File: config.mk
export PLATFORM = sky130hd
export DESIGN_NAME = lockup_free_cache
export DESIGN_NICKNAME = d
export VERILOG_FILES = /design/src/source/cache_pkg.sv /design/src/source/mshr_if.sv /design/src/source/bank_fsm.sv /design/src/source/cache_bank.sv /design/src/source/lockup_free_cache.sv /design/src/source/mshr_buffer.sv /design/src/source/uuid_counter.sv
export SDC_FILE = /design/constraint.sdc
export NUM_CORES = 2
export LEC_CHECK = 0
export BUFFER_PORTS_ARGS = -buffer_cell sky130_fd_sc_hd__buf_2
export CAP_MARGIN = 30
export CORE_AREA = 2 2 267 466
export DETAILED_ROUTE_END_ITERATION = 12
export DIE_AREA = 0 0 269 468
export GPL_TIMING_DRIVEN = 0
export PLACE_DENSITY_LB_ADDON = 0.1
export SLEW_MARGIN = 20
export SYNTH_ARGS = -nofsm -noshare
export SYNTH_HDL_FRONTEND = slang
export SYNTH_SLANG_ARGS = --single-unit
File: constraint.sdc
create_clock -name CLK -period 8.45 [get_ports CLK]
set_clock_uncertainty 0.15 [all_clocks]
set_input_delay 1.2675 -clock CLK [delete_from_list [all_inputs] [get_ports CLK]]
set_output_delay 1.2675 -clock CLK [all_outputs]
set_load 0.005 [all_outputs]
File: src/source/cache_pkg.sv
package cache_pkg;

    // ======================================================================
    // Address geometry
    // ======================================================================

    parameter int byte_off_bits = 2;
    parameter int banks_len = 1;
    parameter int index_bits = 3;
    parameter int tag_bits = 32 - index_bits - banks_len - byte_off_bits;

    // Width of the miss tags handed back to the core
    parameter int uuid_size = 4;

    typedef logic [31:0] word_t;

    // The same word seen raw or split into its cache fields
    typedef union packed {
        word_t raw;
        struct packed {
            logic [tag_bits-1:0] tag;
            logic [index_bits-1:0] index;
            logic [banks_len-1:0] bank;
            logic [byte_off_bits-1:0] byte_off;
        } f;
    } addr_t;

    // ======================================================================
    // Outstanding miss, as held in the MSHR
    // ======================================================================

    typedef struct packed {
        addr_t addr;
        // High for a write, low for a read
        logic rw_mode;
        word_t store_value;
        logic [uuid_size-1:0] uuid;
    } mshr_entry_t;

endpackage

File: src/source/mshr_if.sv
interface mshr_if;

    logic valid;
    cache_pkg::mshr_entry_t entry;
    logic pop;
    logic write_match;
    cache_pkg::addr_t lookup_addr;

    modport buffer_side (
        output valid, entry, write_match,
        input pop, lookup_addr
    );

    modport fsm_side (
        input valid, entry,
        output pop
    );

    modport bank_side (
        input write_match,
        output lookup_addr
    );

endinterface

File: src/source/bank_fsm.sv
module bank_fsm (
    input logic CLK,
    input logic reset,
    input logic halt,
    mshr_if.fsm_side port,
    output logic ram_mem_ren,
    output logic ram_mem_wen,
    output cache_pkg::word_t ram_mem_addr,
    output cache_pkg::word_t ram_mem_store,
    input cache_pkg::word_t ram_mem_data,
    input logic ram_mem_complete,
    output logic done,
    output cache_pkg::mshr_entry_t done_entry,
    output cache_pkg::word_t done_data,
    output logic idle
);

    localparam logic [1:0] st_idle = 2'd0;
    localparam logic [1:0] st_request = 2'd1;
    localparam logic [1:0] st_respond = 2'd2;

    logic [1:0] state;
    cache_pkg::mshr_entry_t cur_entry;
    cache_pkg::word_t load_data;

    // ======================================================================
    // Control
    // ======================================================================

    assign idle = (state == st_idle);
    assign port.pop = idle && port.valid && !halt;

    always_ff @(posedge CLK) begin
        if (reset) begin
            state <= st_idle;
        end else begin
            case (state)
                st_idle: if (port.pop) state <= st_request;
                st_request: if (ram_mem_complete) state <= st_respond;
                default: state <= st_idle;
            endcase
        end
    end

    always_ff @(posedge CLK) begin
        if (port.pop) begin
            cur_entry <= port.entry;
        end
        if (state == st_request && ram_mem_complete) begin
            load_data <= ram_mem_data;
        end
    end

    // RAM strobes stay up until the RAM reports completion
    assign ram_mem_ren = (state == st_request) && !cur_entry.rw_mode;
    assign ram_mem_wen = (state == st_request) && cur_entry.rw_mode;
    assign ram_mem_addr = cur_entry.addr.raw;
    assign ram_mem_store = cur_entry.store_value;

    assign done = (state == st_respond);
    assign done_entry = cur_entry;
    assign done_data = load_data;

    // The RAM may only finish a transfer that this FSM has started
    assert property (@(posedge CLK) disable iff (reset)
        ram_mem_complete |-> state == st_request)
        else $error("RAM completion with no transfer outstanding");

endmodule

File: src/source/cache_bank.sv
module cache_bank (
    input logic CLK,
    input logic reset,
    input cache_pkg::addr_t lookup_addr,
    input logic read_req,
    mshr_if.bank_side port,
    output logic hit,
    output cache_pkg::word_t hit_data,
    input logic done,
    input cache_pkg::mshr_entry_t done_entry,
    input cache_pkg::word_t done_data
);

    localparam int num_sets = 2 ** cache_pkg::index_bits;

    logic [num_sets-1:0] valid;
    logic [cache_pkg::tag_bits-1:0] tags [num_sets];
    cache_pkg::word_t data [num_sets];

    logic [cache_pkg::index_bits-1:0] look_idx;
    logic [cache_pkg::index_bits-1:0] done_idx;
    logic done_tag_match;
    logic fill;
    logic write_update;

    assign port.lookup_addr = lookup_addr;

    // ======================================================================
    // Lookup
    // ======================================================================

    assign look_idx = lookup_addr.f.index;

    // A pending write to the same word forces the read into the MSHR
    assign hit = read_req && valid[look_idx] &&
                 (tags[look_idx] == lookup_addr.f.tag) && !port.write_match;
    assign hit_data = data[look_idx];

    // ======================================================================
    // Completion update
    // ======================================================================

    assign done_idx = done_entry.addr.f.index;
    assign done_tag_match = valid[done_idx] && (tags[done_idx] == done_entry.addr.f.tag);

    // Reads allocate; writes only refresh a line that already holds the word
    assign fill = done && !done_entry.rw_mode;
    assign write_update = done && done_entry.rw_mode && done_tag_match;

    always_ff @(posedge CLK) begin
        if (reset) begin
            valid <= '0;
        end else if (fill) begin
            valid[done_idx] <= 1'b1;
        end
    end

    always_ff @(posedge CLK) begin
        if (fill) begin
            tags[done_idx] <= done_entry.addr.f.tag;
            data[done_idx] <= done_data;
        end else if (write_update) begin
            data[done_idx] <= done_entry.store_value;
        end
    end

endmodule

File: src/source/lockup_free_cache.sv
module lockup_free_cache #(
    parameter int num_banks = 2,
    parameter int mshr_depth = 4
) (
    input logic CLK,
    input logic reset,
    input logic mem_in,
    input logic [31:0] mem_in_addr,
    input logic mem_in_rw_mode,
    input logic [31:0] mem_in_store_value,
    input logic dp_in_halt,
    output logic [cache_pkg::uuid_size-1:0] mem_out_uuid,
    output logic stall,
    output logic hit,
    output logic [31:0] hit_load,
    output logic [num_banks-1:0] block_status,
    output logic [num_banks-1:0][cache_pkg::uuid_size-1:0] uuid_block,
    output logic [num_banks-1:0][31:0] fill_load,
    output logic dp_out_flushed,
    output logic [num_banks-1:0] ram_mem_ren,
    output logic [num_banks-1:0] ram_mem_wen,
    output logic [num_banks-1:0][31:0] ram_mem_addr,
    output logic [num_banks-1:0][31:0] ram_mem_store,
    input logic [num_banks-1:0][31:0] ram_mem_data,
    input logic [num_banks-1:0] ram_mem_complete
);

    localparam int word_lsb = cache_pkg::byte_off_bits;

    cache_pkg::addr_t req_addr;
    cache_pkg::mshr_entry_t new_entry;
    logic [cache_pkg::banks_len-1:0] bank_sel;
    logic halt_banks;
    logic [num_banks-1:0] read_req;
    logic [num_banks-1:0] inflight_write;
    logic [num_banks-1:0] accept;
    logic [num_banks-1:0] bank_hit;
    logic [num_banks-1:0] bank_full;
    logic [num_banks-1:0] bank_empty;
    logic [num_banks-1:0] bank_idle;
    logic [num_banks-1:0] done;
    logic [num_banks-1:0][cache_pkg::uuid_size-1:0] bank_uuid;
    cache_pkg::word_t [num_banks-1:0] hit_data;
    cache_pkg::word_t [num_banks-1:0] done_data;
    cache_pkg::mshr_entry_t [num_banks-1:0] done_entry;

    assign req_addr.raw = mem_in_addr;
    assign bank_sel = req_addr.f.bank;

    assign new_entry.addr = req_addr;
    assign new_entry.rw_mode = mem_in_rw_mode;
    assign new_entry.store_value = mem_in_store_value;
    assign new_entry.uuid = mem_out_uuid;

    // Results of the addressed bank
    assign hit = bank_hit[bank_sel];
    assign hit_load = hit_data[bank_sel];
    assign stall = bank_full[bank_sel];
    assign mem_out_uuid = bank_uuid[bank_sel];

    // FSMs stop taking work once halted with nothing left queued
    assign halt_banks = dp_in_halt && (&bank_empty);
    assign dp_out_flushed = halt_banks && (&bank_idle);

    // ======================================================================
    // Banks
    // ======================================================================

    for (genvar i = 0; i < num_banks; i++) begin : bank_gen
        mshr_if port_i ();

        // The write the FSM is running also hides the array copy
        assign inflight_write[i] = !bank_idle[i] && done_entry[i].rw_mode &&
            (done_entry[i].addr.raw[31:word_lsb] == req_addr.raw[31:word_lsb]);
        assign read_req[i] = mem_in && !mem_in_rw_mode && (int'(bank_sel) == i) &&
                             !inflight_write[i];
        assign accept[i] = mem_in && (int'(bank_sel) == i) && !bank_hit[i] && !bank_full[i];

        assign block_status[i] = done[i];
        assign uuid_block[i] = done_entry[i].uuid;
        assign fill_load[i] = done_data[i];

        uuid_counter #(.mshr_depth(mshr_depth)) uuid_counter_i (
            .CLK(CLK), .reset(reset), .advance(accept[i]), .uuid(bank_uuid[i])
        );

        mshr_buffer #(.mshr_depth(mshr_depth)) mshr_buffer_i (
            .CLK(CLK), .reset(reset), .push(accept[i]), .push_entry(new_entry),
            .full(bank_full[i]), .empty(bank_empty[i]), .port(port_i)
        );

        bank_fsm bank_fsm_i (
            .CLK(CLK), .reset(reset), .halt(halt_banks), .port(port_i),
            .ram_mem_ren(ram_mem_ren[i]), .ram_mem_wen(ram_mem_wen[i]),
            .ram_mem_addr(ram_mem_addr[i]), .ram_mem_store(ram_mem_store[i]),
            .ram_mem_data(ram_mem_data[i]), .ram_mem_complete(ram_mem_complete[i]),
            .done(done[i]), .done_entry(done_entry[i]), .done_data(done_data[i]),
            .idle(bank_idle[i])
        );

        cache_bank cache_bank_i (
            .CLK(CLK), .reset(reset), .lookup_addr(req_addr), .read_req(read_req[i]),
            .port(port_i), .hit(bank_hit[i]), .hit_data(hit_data[i]),
            .done(done[i]), .done_entry(done_entry[i]), .done_data(done_data[i])
        );
    end

    assert property (@(posedge CLK) num_banks == 2 ** cache_pkg::banks_len)
        else $error("num_banks does not match the bank select width");

endmodule

File: src/source/mshr_buffer.sv
module mshr_buffer #(
    parameter int mshr_depth = 4
) (
    input logic CLK,
    input logic reset,
    input logic push,
    input cache_pkg::mshr_entry_t push_entry,
    output logic full,
    output logic empty,
    mshr_if.buffer_side port
);

    localparam int ptr_bits = (mshr_depth > 1) ? $clog2(mshr_depth) : 1;
    localparam int cnt_bits = $clog2(mshr_depth + 1);
    localparam int word_lsb = cache_pkg::byte_off_bits;

    cache_pkg::mshr_entry_t entries [mshr_depth];
    logic [mshr_depth-1:0] live;
    logic [ptr_bits-1:0] head;
    logic [ptr_bits-1:0] tail;
    logic [cnt_bits-1:0] count;
    logic do_push;
    logic do_pop;

    function automatic logic [ptr_bits-1:0] next_ptr(input logic [ptr_bits-1:0] ptr);
        if (ptr == ptr_bits'(mshr_depth - 1)) begin
            return '0;
        end
        return ptr + 1'b1;
    endfunction

    assign full = (count == cnt_bits'(mshr_depth));
    assign empty = (count == '0);
    assign do_push = push && !full;
    assign do_pop = port.pop && !empty;

    assign port.valid = !empty;
    assign port.entry = entries[head];

    always_ff @(posedge CLK) begin
        if (reset) begin
            head <= '0;
            tail <= '0;
            count <= '0;
            live <= '0;
        end else begin
            if (do_push) begin
                tail <= next_ptr(tail);
                live[tail] <= 1'b1;
            end
            if (do_pop) begin
                head <= next_ptr(head);
                live[head] <= 1'b0;
            end
            count <= count + cnt_bits'(do_push) - cnt_bits'(do_pop);
        end
    end

    always_ff @(posedge CLK) begin
        if (do_push) begin
            entries[tail] <= push_entry;
        end
    end

    // A queued write to the looked-up word makes the array copy stale
    always_comb begin
        port.write_match = 1'b0;
        for (int i = 0; i < mshr_depth; i++) begin
            if (live[i] && entries[i].rw_mode &&
                entries[i].addr.raw[31:word_lsb] == port.lookup_addr.raw[31:word_lsb]) begin
                port.write_match = 1'b1;
            end
        end
    end

    assert property (@(posedge CLK) disable iff (reset) push |-> !full)
        else $error("push into a full MSHR");
    assert property (@(posedge CLK) disable iff (reset) port.pop |-> !empty)
        else $error("pop from an empty MSHR");

endmodule

File: src/source/uuid_counter.sv
module uuid_counter #(
    parameter int mshr_depth = 4
) (
    input logic CLK,
    input logic reset,
    input logic advance,
    output logic [cache_pkg::uuid_size-1:0] uuid
);

    // Next tag to hand out, wrapping around
    always_ff @(posedge CLK) begin
        if (reset) begin
            uuid <= '0;
        end else if (advance) begin
            uuid <= uuid + 1'b1;
        end
    end

    // Every queued miss plus the one held by the FSM must carry a distinct tag
    assert property (@(posedge CLK)
        mshr_depth + 1 <= 2 ** cache_pkg::uuid_size)
        else $error("uuid space too small for the MSHR depth");

endmodule
# Word level (Yosys, flattened, before mapping)
# Memory sizes are Yosys's and may differ from the RTL's. A register that Yosys moved wholly into a read port is not among the register bits.
# Cells that the tools add are included.
dict set report classes {
  n_addsub 10
  magnitude_cmp 14
  eq_ne 28
  reduce_logical 91
  bitwise_logic 11
  mux 84
}
# cell n
set op_table {}
lappend op_table {{30-bit equality test} 10}
lappend op_table {{32-bit 2-to-1 mux} 4}
lappend op_table {{26-bit equality test} 4}
lappend op_table {{1-bit logical AND} 67}
lappend op_table {{1-bit 2-to-1 mux} 48}
lappend op_table {{4-bit 2-to-1 mux} 8}
lappend op_table {{2-bit 2-to-1 mux} 12}
lappend op_table {{1-bit logical NOT} 16}
lappend op_table {{8-bit OR} 2}
lappend op_table {{1-bit binary-select mux with 3-bit select} 4}
lappend op_table {{2-bit equality test (second input constant)} 6}
lappend op_table {{2-bit by 3-bit < comparator with 1-bit output (second input constant)} 4}
lappend op_table {{3-bit by 4-bit < comparator with 1-bit output (second input constant)} 3}
lappend op_table {{2-bit by 1-bit adder with 2-bit output (second input constant)} 4}
lappend op_table {{4-bit by 1-bit adder with 4-bit output (second input constant)} 2}
lappend op_table {{4-bit bitwise AND} 2}
lappend op_table {{1-bit demux with 2-bit select} 4}
lappend op_table {{2-bit by 1-bit greater-or-equal comparator with 1-bit output (second input constant)} 4}
lappend op_table {{4-bit NOT} 2}
lappend op_table {{4-bit OR} 2}
lappend op_table {{2-bit one-hot mux with 2 select lines} 2}
lappend op_table {{2-bit AND reduction} 4}
lappend op_table {{3-bit by 1-bit adder with 3-bit output} 2}
lappend op_table {{1-bit demux with 3-bit select} 2}
lappend op_table {{11 further kinds} 20}
dict set report totals {
  memories 6
  regBits 114
  output_inout_bits 245
  mem_bits_rw 1480
  inputBits 135
}
# name words word_bits read_ports rd_ports_with_merged_regs write_ports line
set memory_table {}
lappend memory_table {{bank_gen[0].mshr_buffer_i.entries} 4 69 5 1 1 mshr_buffer.sv:17} ;# cache_pkg::mshr_entry_t entries [mshr_depth];
lappend memory_table {{bank_gen[1].mshr_buffer_i.entries} 4 69 5 1 1 mshr_buffer.sv:17}
lappend memory_table {{bank_gen[0].cache_bank_i.data} 8 32 1 0 1 cache_bank.sv:18} ;# cache_pkg::word_t data [num_sets];
lappend memory_table {{bank_gen[1].cache_bank_i.data} 8 32 1 0 1 cache_bank.sv:18}
lappend memory_table {{bank_gen[0].cache_bank_i.tags} 8 26 2 0 1 cache_bank.sv:17} ;# logic [cache_pkg::tag_bits-1:0] tags [num_sets];
lappend memory_table {{bank_gen[1].cache_bank_i.tags} 8 26 2 0 1 cache_bank.sv:17}

# Depth between registers and ports, before layout
dict set report depth {
  depth_word 17
  depth_mapped 18
  ltp_nobuf 13
}

# Cells and area by module
# Synthesis repeated with hierarchy kept, for this count alone.
dict set report hier_totals {
  hier_cells 3812
  area_unflattened_um2 74521.5
}
# module cells_per_inst seq_area_each_um2 instances area_per_inst_um2
set by_module_without_submodules {}
lappend by_module_without_submodules {{cache_bank (bank_gen[0].cache_bank_i)} 1025 14093.5 1 20890.0}
lappend by_module_without_submodules {{cache_bank (bank_gen[1].cache_bank_i)} 1045 14093.5 1 20852.5}
lappend by_module_without_submodules {{mshr_buffer (bank_gen[0].mshr_buffer_i)} 613 8548.2 1 11997.8}
lappend by_module_without_submodules {{mshr_buffer (bank_gen[1].mshr_buffer_i)} 610 8548.2 1 11984.0}
lappend by_module_without_submodules {bank_fsm 177 3072.9 2 3637.2}
lappend by_module_without_submodules {lockup_free_cache 133 0.0 1 1164.9}
lappend by_module_without_submodules {uuid_counter 16 80.1 2 178.9}

# Worst setup path after synthesis
# OpenSTA, ideal clock, no wires.
dict set report synth_path {
  kind {flip-flop to flip-flop}
  from {register bank_gen[0].mshr_buffer_i.count[1]}
  to {register bank_gen[0].bank_fsm_i.done_entry[0] (netlist name)}
  n_path_buf 0
  period_less_slack_ns 5.904
  path_stages_with_launch 3
  setup_ns 0.581
  setup_slack_ns 2.546
  arrival_time_ns 5.173
  path_cell_list {dfxtp_1 -> nor3_1 -> nor3_1}
}
dict set report synth_via {
  elab_chain_cells 5
  word_cells_on_any_way 7
}
# item line
set synth_rtl {}
lappend synth_rtl {{start, declared} mshr_buffer.sv:21} ;# logic [cnt_bits-1:0] count;
lappend synth_rtl {{start signal, assigned} mshr_buffer.sv:55} ;# count <= count + cnt_bits'(do_push) - cnt_bits'(do_pop);
lappend synth_rtl {{3-bit logical NOT (*)} mshr_buffer.sv:33} ;# assign empty = (count == '0);
lappend synth_rtl {{2-bit AND reduction} lockup_free_cache.sv:62} ;# assign halt_banks = dp_in_halt && (&bank_empty);
lappend synth_rtl {{1-bit logical AND} lockup_free_cache.sv:62}
lappend synth_rtl {{1-bit logical NOT} bank_fsm.sv:31} ;# assign port.pop = idle && port.valid && !halt;
lappend synth_rtl {{1-bit logical AND (*)} bank_fsm.sv:31}
lappend synth_rtl {{via bank_gen[0].bank_fsm_i.port.pop} mshr_if.sv:16} ;# output pop
# The timed path passes the listed nets; every way through them passes the cells marked *.
# A chain may end at the register's enable or synchronous reset.

# Worst setup path after layout
dict set report layout_path {
  from {input mem_in_addr[3]}
  to {output hit_load[24]}
}
dict set report layout_via {
  elab_chain_cells 3
  word_cells_on_any_way 4
}
# item line
set layout_rtl {}
lappend layout_rtl {{start, declared} lockup_free_cache.sv:8} ;# input logic [31:0] mem_in_addr,
lappend layout_rtl {{memory read 8 x 32 bit} n/a}
lappend layout_rtl {{32-bit 2-to-1 mux (not written as such) (*) (2 in series)} lockup_free_cache.sv:57} ;# assign hit_load = hit_data[bank_sel];
lappend layout_rtl {{end, declared} lockup_free_cache.sv:15} ;# output logic [31:0] hit_load,
# Every way passes the cells marked *; elsewhere a longest branch is shown, timed or not. The select of a mux whose other input is x is not followed.

==> qor.log <==
[layout] share of cells above drive strength 1 0.328
[global_route] antenna violations before repair 21
[power_and_ir_drop] power density over cell area 301 nW/µm²
[clock_tree] # Post-CTS Setup Buffers 0
[run] count of max-cap constraint violations 0
[sta] endpoints failing setup 0
[sta] Period minus WS final 8000 ps
[worst_hold_path] Worst Hold Class reg -> reg
[clock_tree] H-tree depth reported by CTS 4
[place] HPWL after DPL 175000 µm
[synth] mean instance size in the synthesized netlist 18.8 µm²
[die] core box area 122000 µm²
[sta] hold_ws 327 ps
[sta] worst-margin pin slew 1140 ps
[synth] number of instances in the synthesized netlist 3930
[critical_path] critical path class in -> out
[power_and_ir_drop] post-layout total power 25.6 mW
[global_route] wire length of the first global-routing pass 330000 µm
[drt] DRC 0
[critical_path] slowest CP cell clkbuf_1
[critical_path] required time of the critical path 7030 ps
[die] horizontal die dimension 269 µm
[sta] Final Cycle Share 0.946
[die] number of placement rows 170
[sta] pins over their slew limit 0
[die] vertical extent of the die 468 µm
[critical_path] category of the worst setup path launch point primary input
[synth] combined area of all synthesized cells 73900 µm²
[critical_path] stage delay of the slowest cell on the critical path 700 ps
[synth] number of enable flip-flop cells after synthesis 1682
[global_route] total overflow reported by the global router 0
[layout] area growth from synthesis to final layout 15.0%
[drt] routed wirelength normalized by instance count 38.3 µm
[critical_path] Most common cell on crit path buf_2
[clock_tree] Hold-fix buffers, CTS 0
[clock_tree] CTS clk-pin slew, worst paths 70 ps
[sta] headroom to the max-slew limit 0.240
[die] number of top-level pins 380
[drt] wire length reported by the detailed router 244000 µm
[synth] Seq/Total Area, Yosys 0.697
[drt] via density per instance 6.74
[critical_path] cells traversed along the worst timing path buf_2 > buf_2 > buf_6 > buf_2 > buf_2 > buf_2 > clkbuf_1 > buf_2 > mux4_2 > mux4_2 > buf_2
[die] Total Die Area 126000 µm²
[global_route] via count of the first global-routing pass 42510
[drt] Detailed Routing Iterations Pass 1 9
[place] total of buffers placed on input and output ports 378
[sta] Fmax achieved 0.125 GHz
[drt] 1st-iter DRT viols 5473
[status] run status completed
[synth] Post-synth ARST share 0
[sta] number of failing hold endpoints at the final stage 0
[synth] Synth Register Bits 1732
[drt] number of antenna-violating nets in the routed design 0
[sta] RSZ-0062 raised after global routing no
[critical_path] worst path arrival time 6580 ps
[clock_tree] CTS tree yes
[drt] via count of the routed design 42842
[clock_tree] CTS Root Buffer Type clkbuf_16
[clock_tree] CTS sink cnt 1732
[clock_tree] later-pin clock latency in the skew report 830 ps
[global_route] total routing resource utilization after global routing 0.392
[clock_tree] total of cells resized after clock tree synthesis 0
[power_and_ir_drop] worst IR drop on VDD 0.244 mV
[critical_path] endpoint type of the worst setup path output pin
[synth] predominant post-synthesis flop cell edfxtp_1
[die] Starting Density 0.604
[clock_tree] largest buffer count on any clock path 3
[clock_tree] number of buffers inserted during clock tree synthesis 155
[synth] Yosys cell types 74
[layout] fillers 7865
[power_and_ir_drop] standby leakage power 28.4 nW
[synth] total nets after synthesis 4089
[synth] warnings from Yosys 0
[critical_path] maximum fanout encountered on the critical timing path 10
[place] GP Congestion 1.03
[global_route] pin count of the biggest net entering global routing 42
[layout] net count of the finished layout 4736
## state kept, by name, summed over array words and instances (netlist names)
name and count:
bank_gen.uuid_counter_i.uuid 8, bank_gen.mshr_buffer_i.head 4, bank_gen.cache_bank_i.data 512, bank_gen.bank_fsm_i.ram_mem_store 64, bank_gen.cache_bank_i.tags 416, bank_gen.bank_fsm_i.state 4
bank_gen.mshr_buffer_i.count 6, bank_gen.mshr_buffer_i.live 8, bank_gen.cache_bank_i.valid 16, bank_gen.bank_fsm_i.done_data 64, bank_gen.mshr_buffer_i.tail 4, bank_gen.mshr_buffer_i.entries 552
bank_gen.bank_fsm_i.done_entry 10, bank_gen.bank_fsm_i.ram_mem_addr 64
## report_power, final
| group | switching (mW) | total [mW] | internal [mW] |
|---|---|---|---|
| clock network | 3.21 | 7.26 | 4.05 |
| logic | 3.85 | 6.53 | 2.68 |
| registers | 1.18 | 11.8 | 10.6 |
## final timing paths
| path | start | endpoint | slack, ps | depth (start not counted) |
|---|---|---|---|---|
| max | mem_in_addr[3] | hit_load[24] | 450 | 11 |
| min | bank_gen[1].mshr_buffer_i.live[1]$_SDFF_PP0_ | bank_gen[1].mshr_buffer_i.live[1]$_SDFF_PP0_ | 330 | 1 |
| max reg2reg | bank_gen[0].bank_fsm_i.ram_mem_addr[5]$_DFFE_PP_ | bank_gen[0].cache_bank_i.data[7][1]$_DFFE_PP_ | 2400 | 11 |
| min reg2reg | bank_gen[1].mshr_buffer_i.live[1]$_SDFF_PP0_ | bank_gen[1].mshr_buffer_i.live[1]$_SDFF_PP0_ | 330 | 1 |
## cells by family after synthesis
group                      after synthesis  share of synthesized area
adders and majority gates               24                    0.00427
xor gates and xnor gates               396                     0.0469
AOI/OAI and AO/OA                      297                     0.0298
muxes                                  659                      0.160
DFF                                   1732                      0.697
buffers and inverters                  399                     0.0303
and+or+nand+nor                        423                     0.0320
## layer usage
metal  vias to the layer above  part of all wire  GRT usage
li1                      17138                 -          -
met1                     22052              0.31      0.437
met2                      2854              0.50      0.653
met3                       788             0.088     0.0841
met4                        10             0.099      0.312
met5                         -           0.00026          0
## cells in the mapped netlist (6+ instances only)
library cell,n,area (µm²)
nand2_1,40,150
nor3_1,30,150
o211ai_1,7,52.6
inv_1,34,128
o22ai_1,19,119
nand3_1,17,85.1
dfxtp_1,50,1000
nand2b_1,11,68.8
and3_1,12,75.1
buf_4,152,1140
and2_1,11,68.8
buf_2,75,375
a221oi_1,59,517
nor2b_1,29,181
a21oi_1,38,190
nand4_1,56,350
mux2_2,102,1150
nor4_1,86,538
a211oi_1,14,105
a221o_1,8,80.1
xnor2_1,122,1070
mux2_1,15,169
xor2_1,274,2400
o21a_1,6,45.0
a22oi_1,48,360
a22o_1,12,105
buf_1,42,158
buf_6,10,113
o21ai_0,36,180
mux4_2,406,9140
ha_1,22,275
edfxtp_1,1682,50500
clkbuf_1,85,319
nor2_1,83,312
or4_1,15,113
or3_1,7,43.8
mux2i_1,136,1360
## cell type report
cell class | instances | area (µm²) | area share
sequential | 1732 | 51500 | 0.606
multi-input combinational | 1799 | 20500 | 0.241
clock buffer | 199 | 4230 | 0.0498
timing repair buffer | 490 | 3450 | 0.0406
buffer | 364 | 2130 | 0.0251
tap | 1634 | 2040 | 0.0241
clock inverter | 83 | 928 | 0.0109
inverter | 35 | 151 | 0.00178
antenna | 17 | 42.5 | 0.000501
## placed cells by master (no fill, tap or decap), types with 37 or more instances in the layout
cell type,Yosys,layout
mux4_2,406,406
mux2i_1,136,134
mux2_2,102,102
a221oi_1,59,59
a22oi_1,48,48
xor2_1,274,274
dfxtp_1,50,50
nor4_1,86,84
a21oi_1,38,37
buf_2,75,470
nand4_1,56,56
nand2_1,40,40
edfxtp_1,1682,1682
clkbuf_1,85,113
xnor2_1,122,121
buf_4,152,183
nor2_1,83,72
clkbuf_16,0,160
buf_6,10,51
## stage by stage
stage | setup slack [ps] | area [µm²] | utilization | std cells | TNS (ps)
after floorplan | 2550 | 73900 | - | 3930 | 0
after global routing | 490 | 85000 | 0.695 | 6338 | 0
after global placement | -2000 | 77900 | 0.637 | 5942 | -990830
after detailed placement | 611 | 79700 | 0.652 | 6048 | 0
final | 453 | 85000 | 0.695 | 6353 | 0
after CTS | 588 | 84900 | 0.694 | 6330 | 0
## worst max-delay path: cells and delay by family
kind,cells,cell delay [ps]
buf+inv,9,4130
mux,2,1120
(Power assumes the default switching activity.)
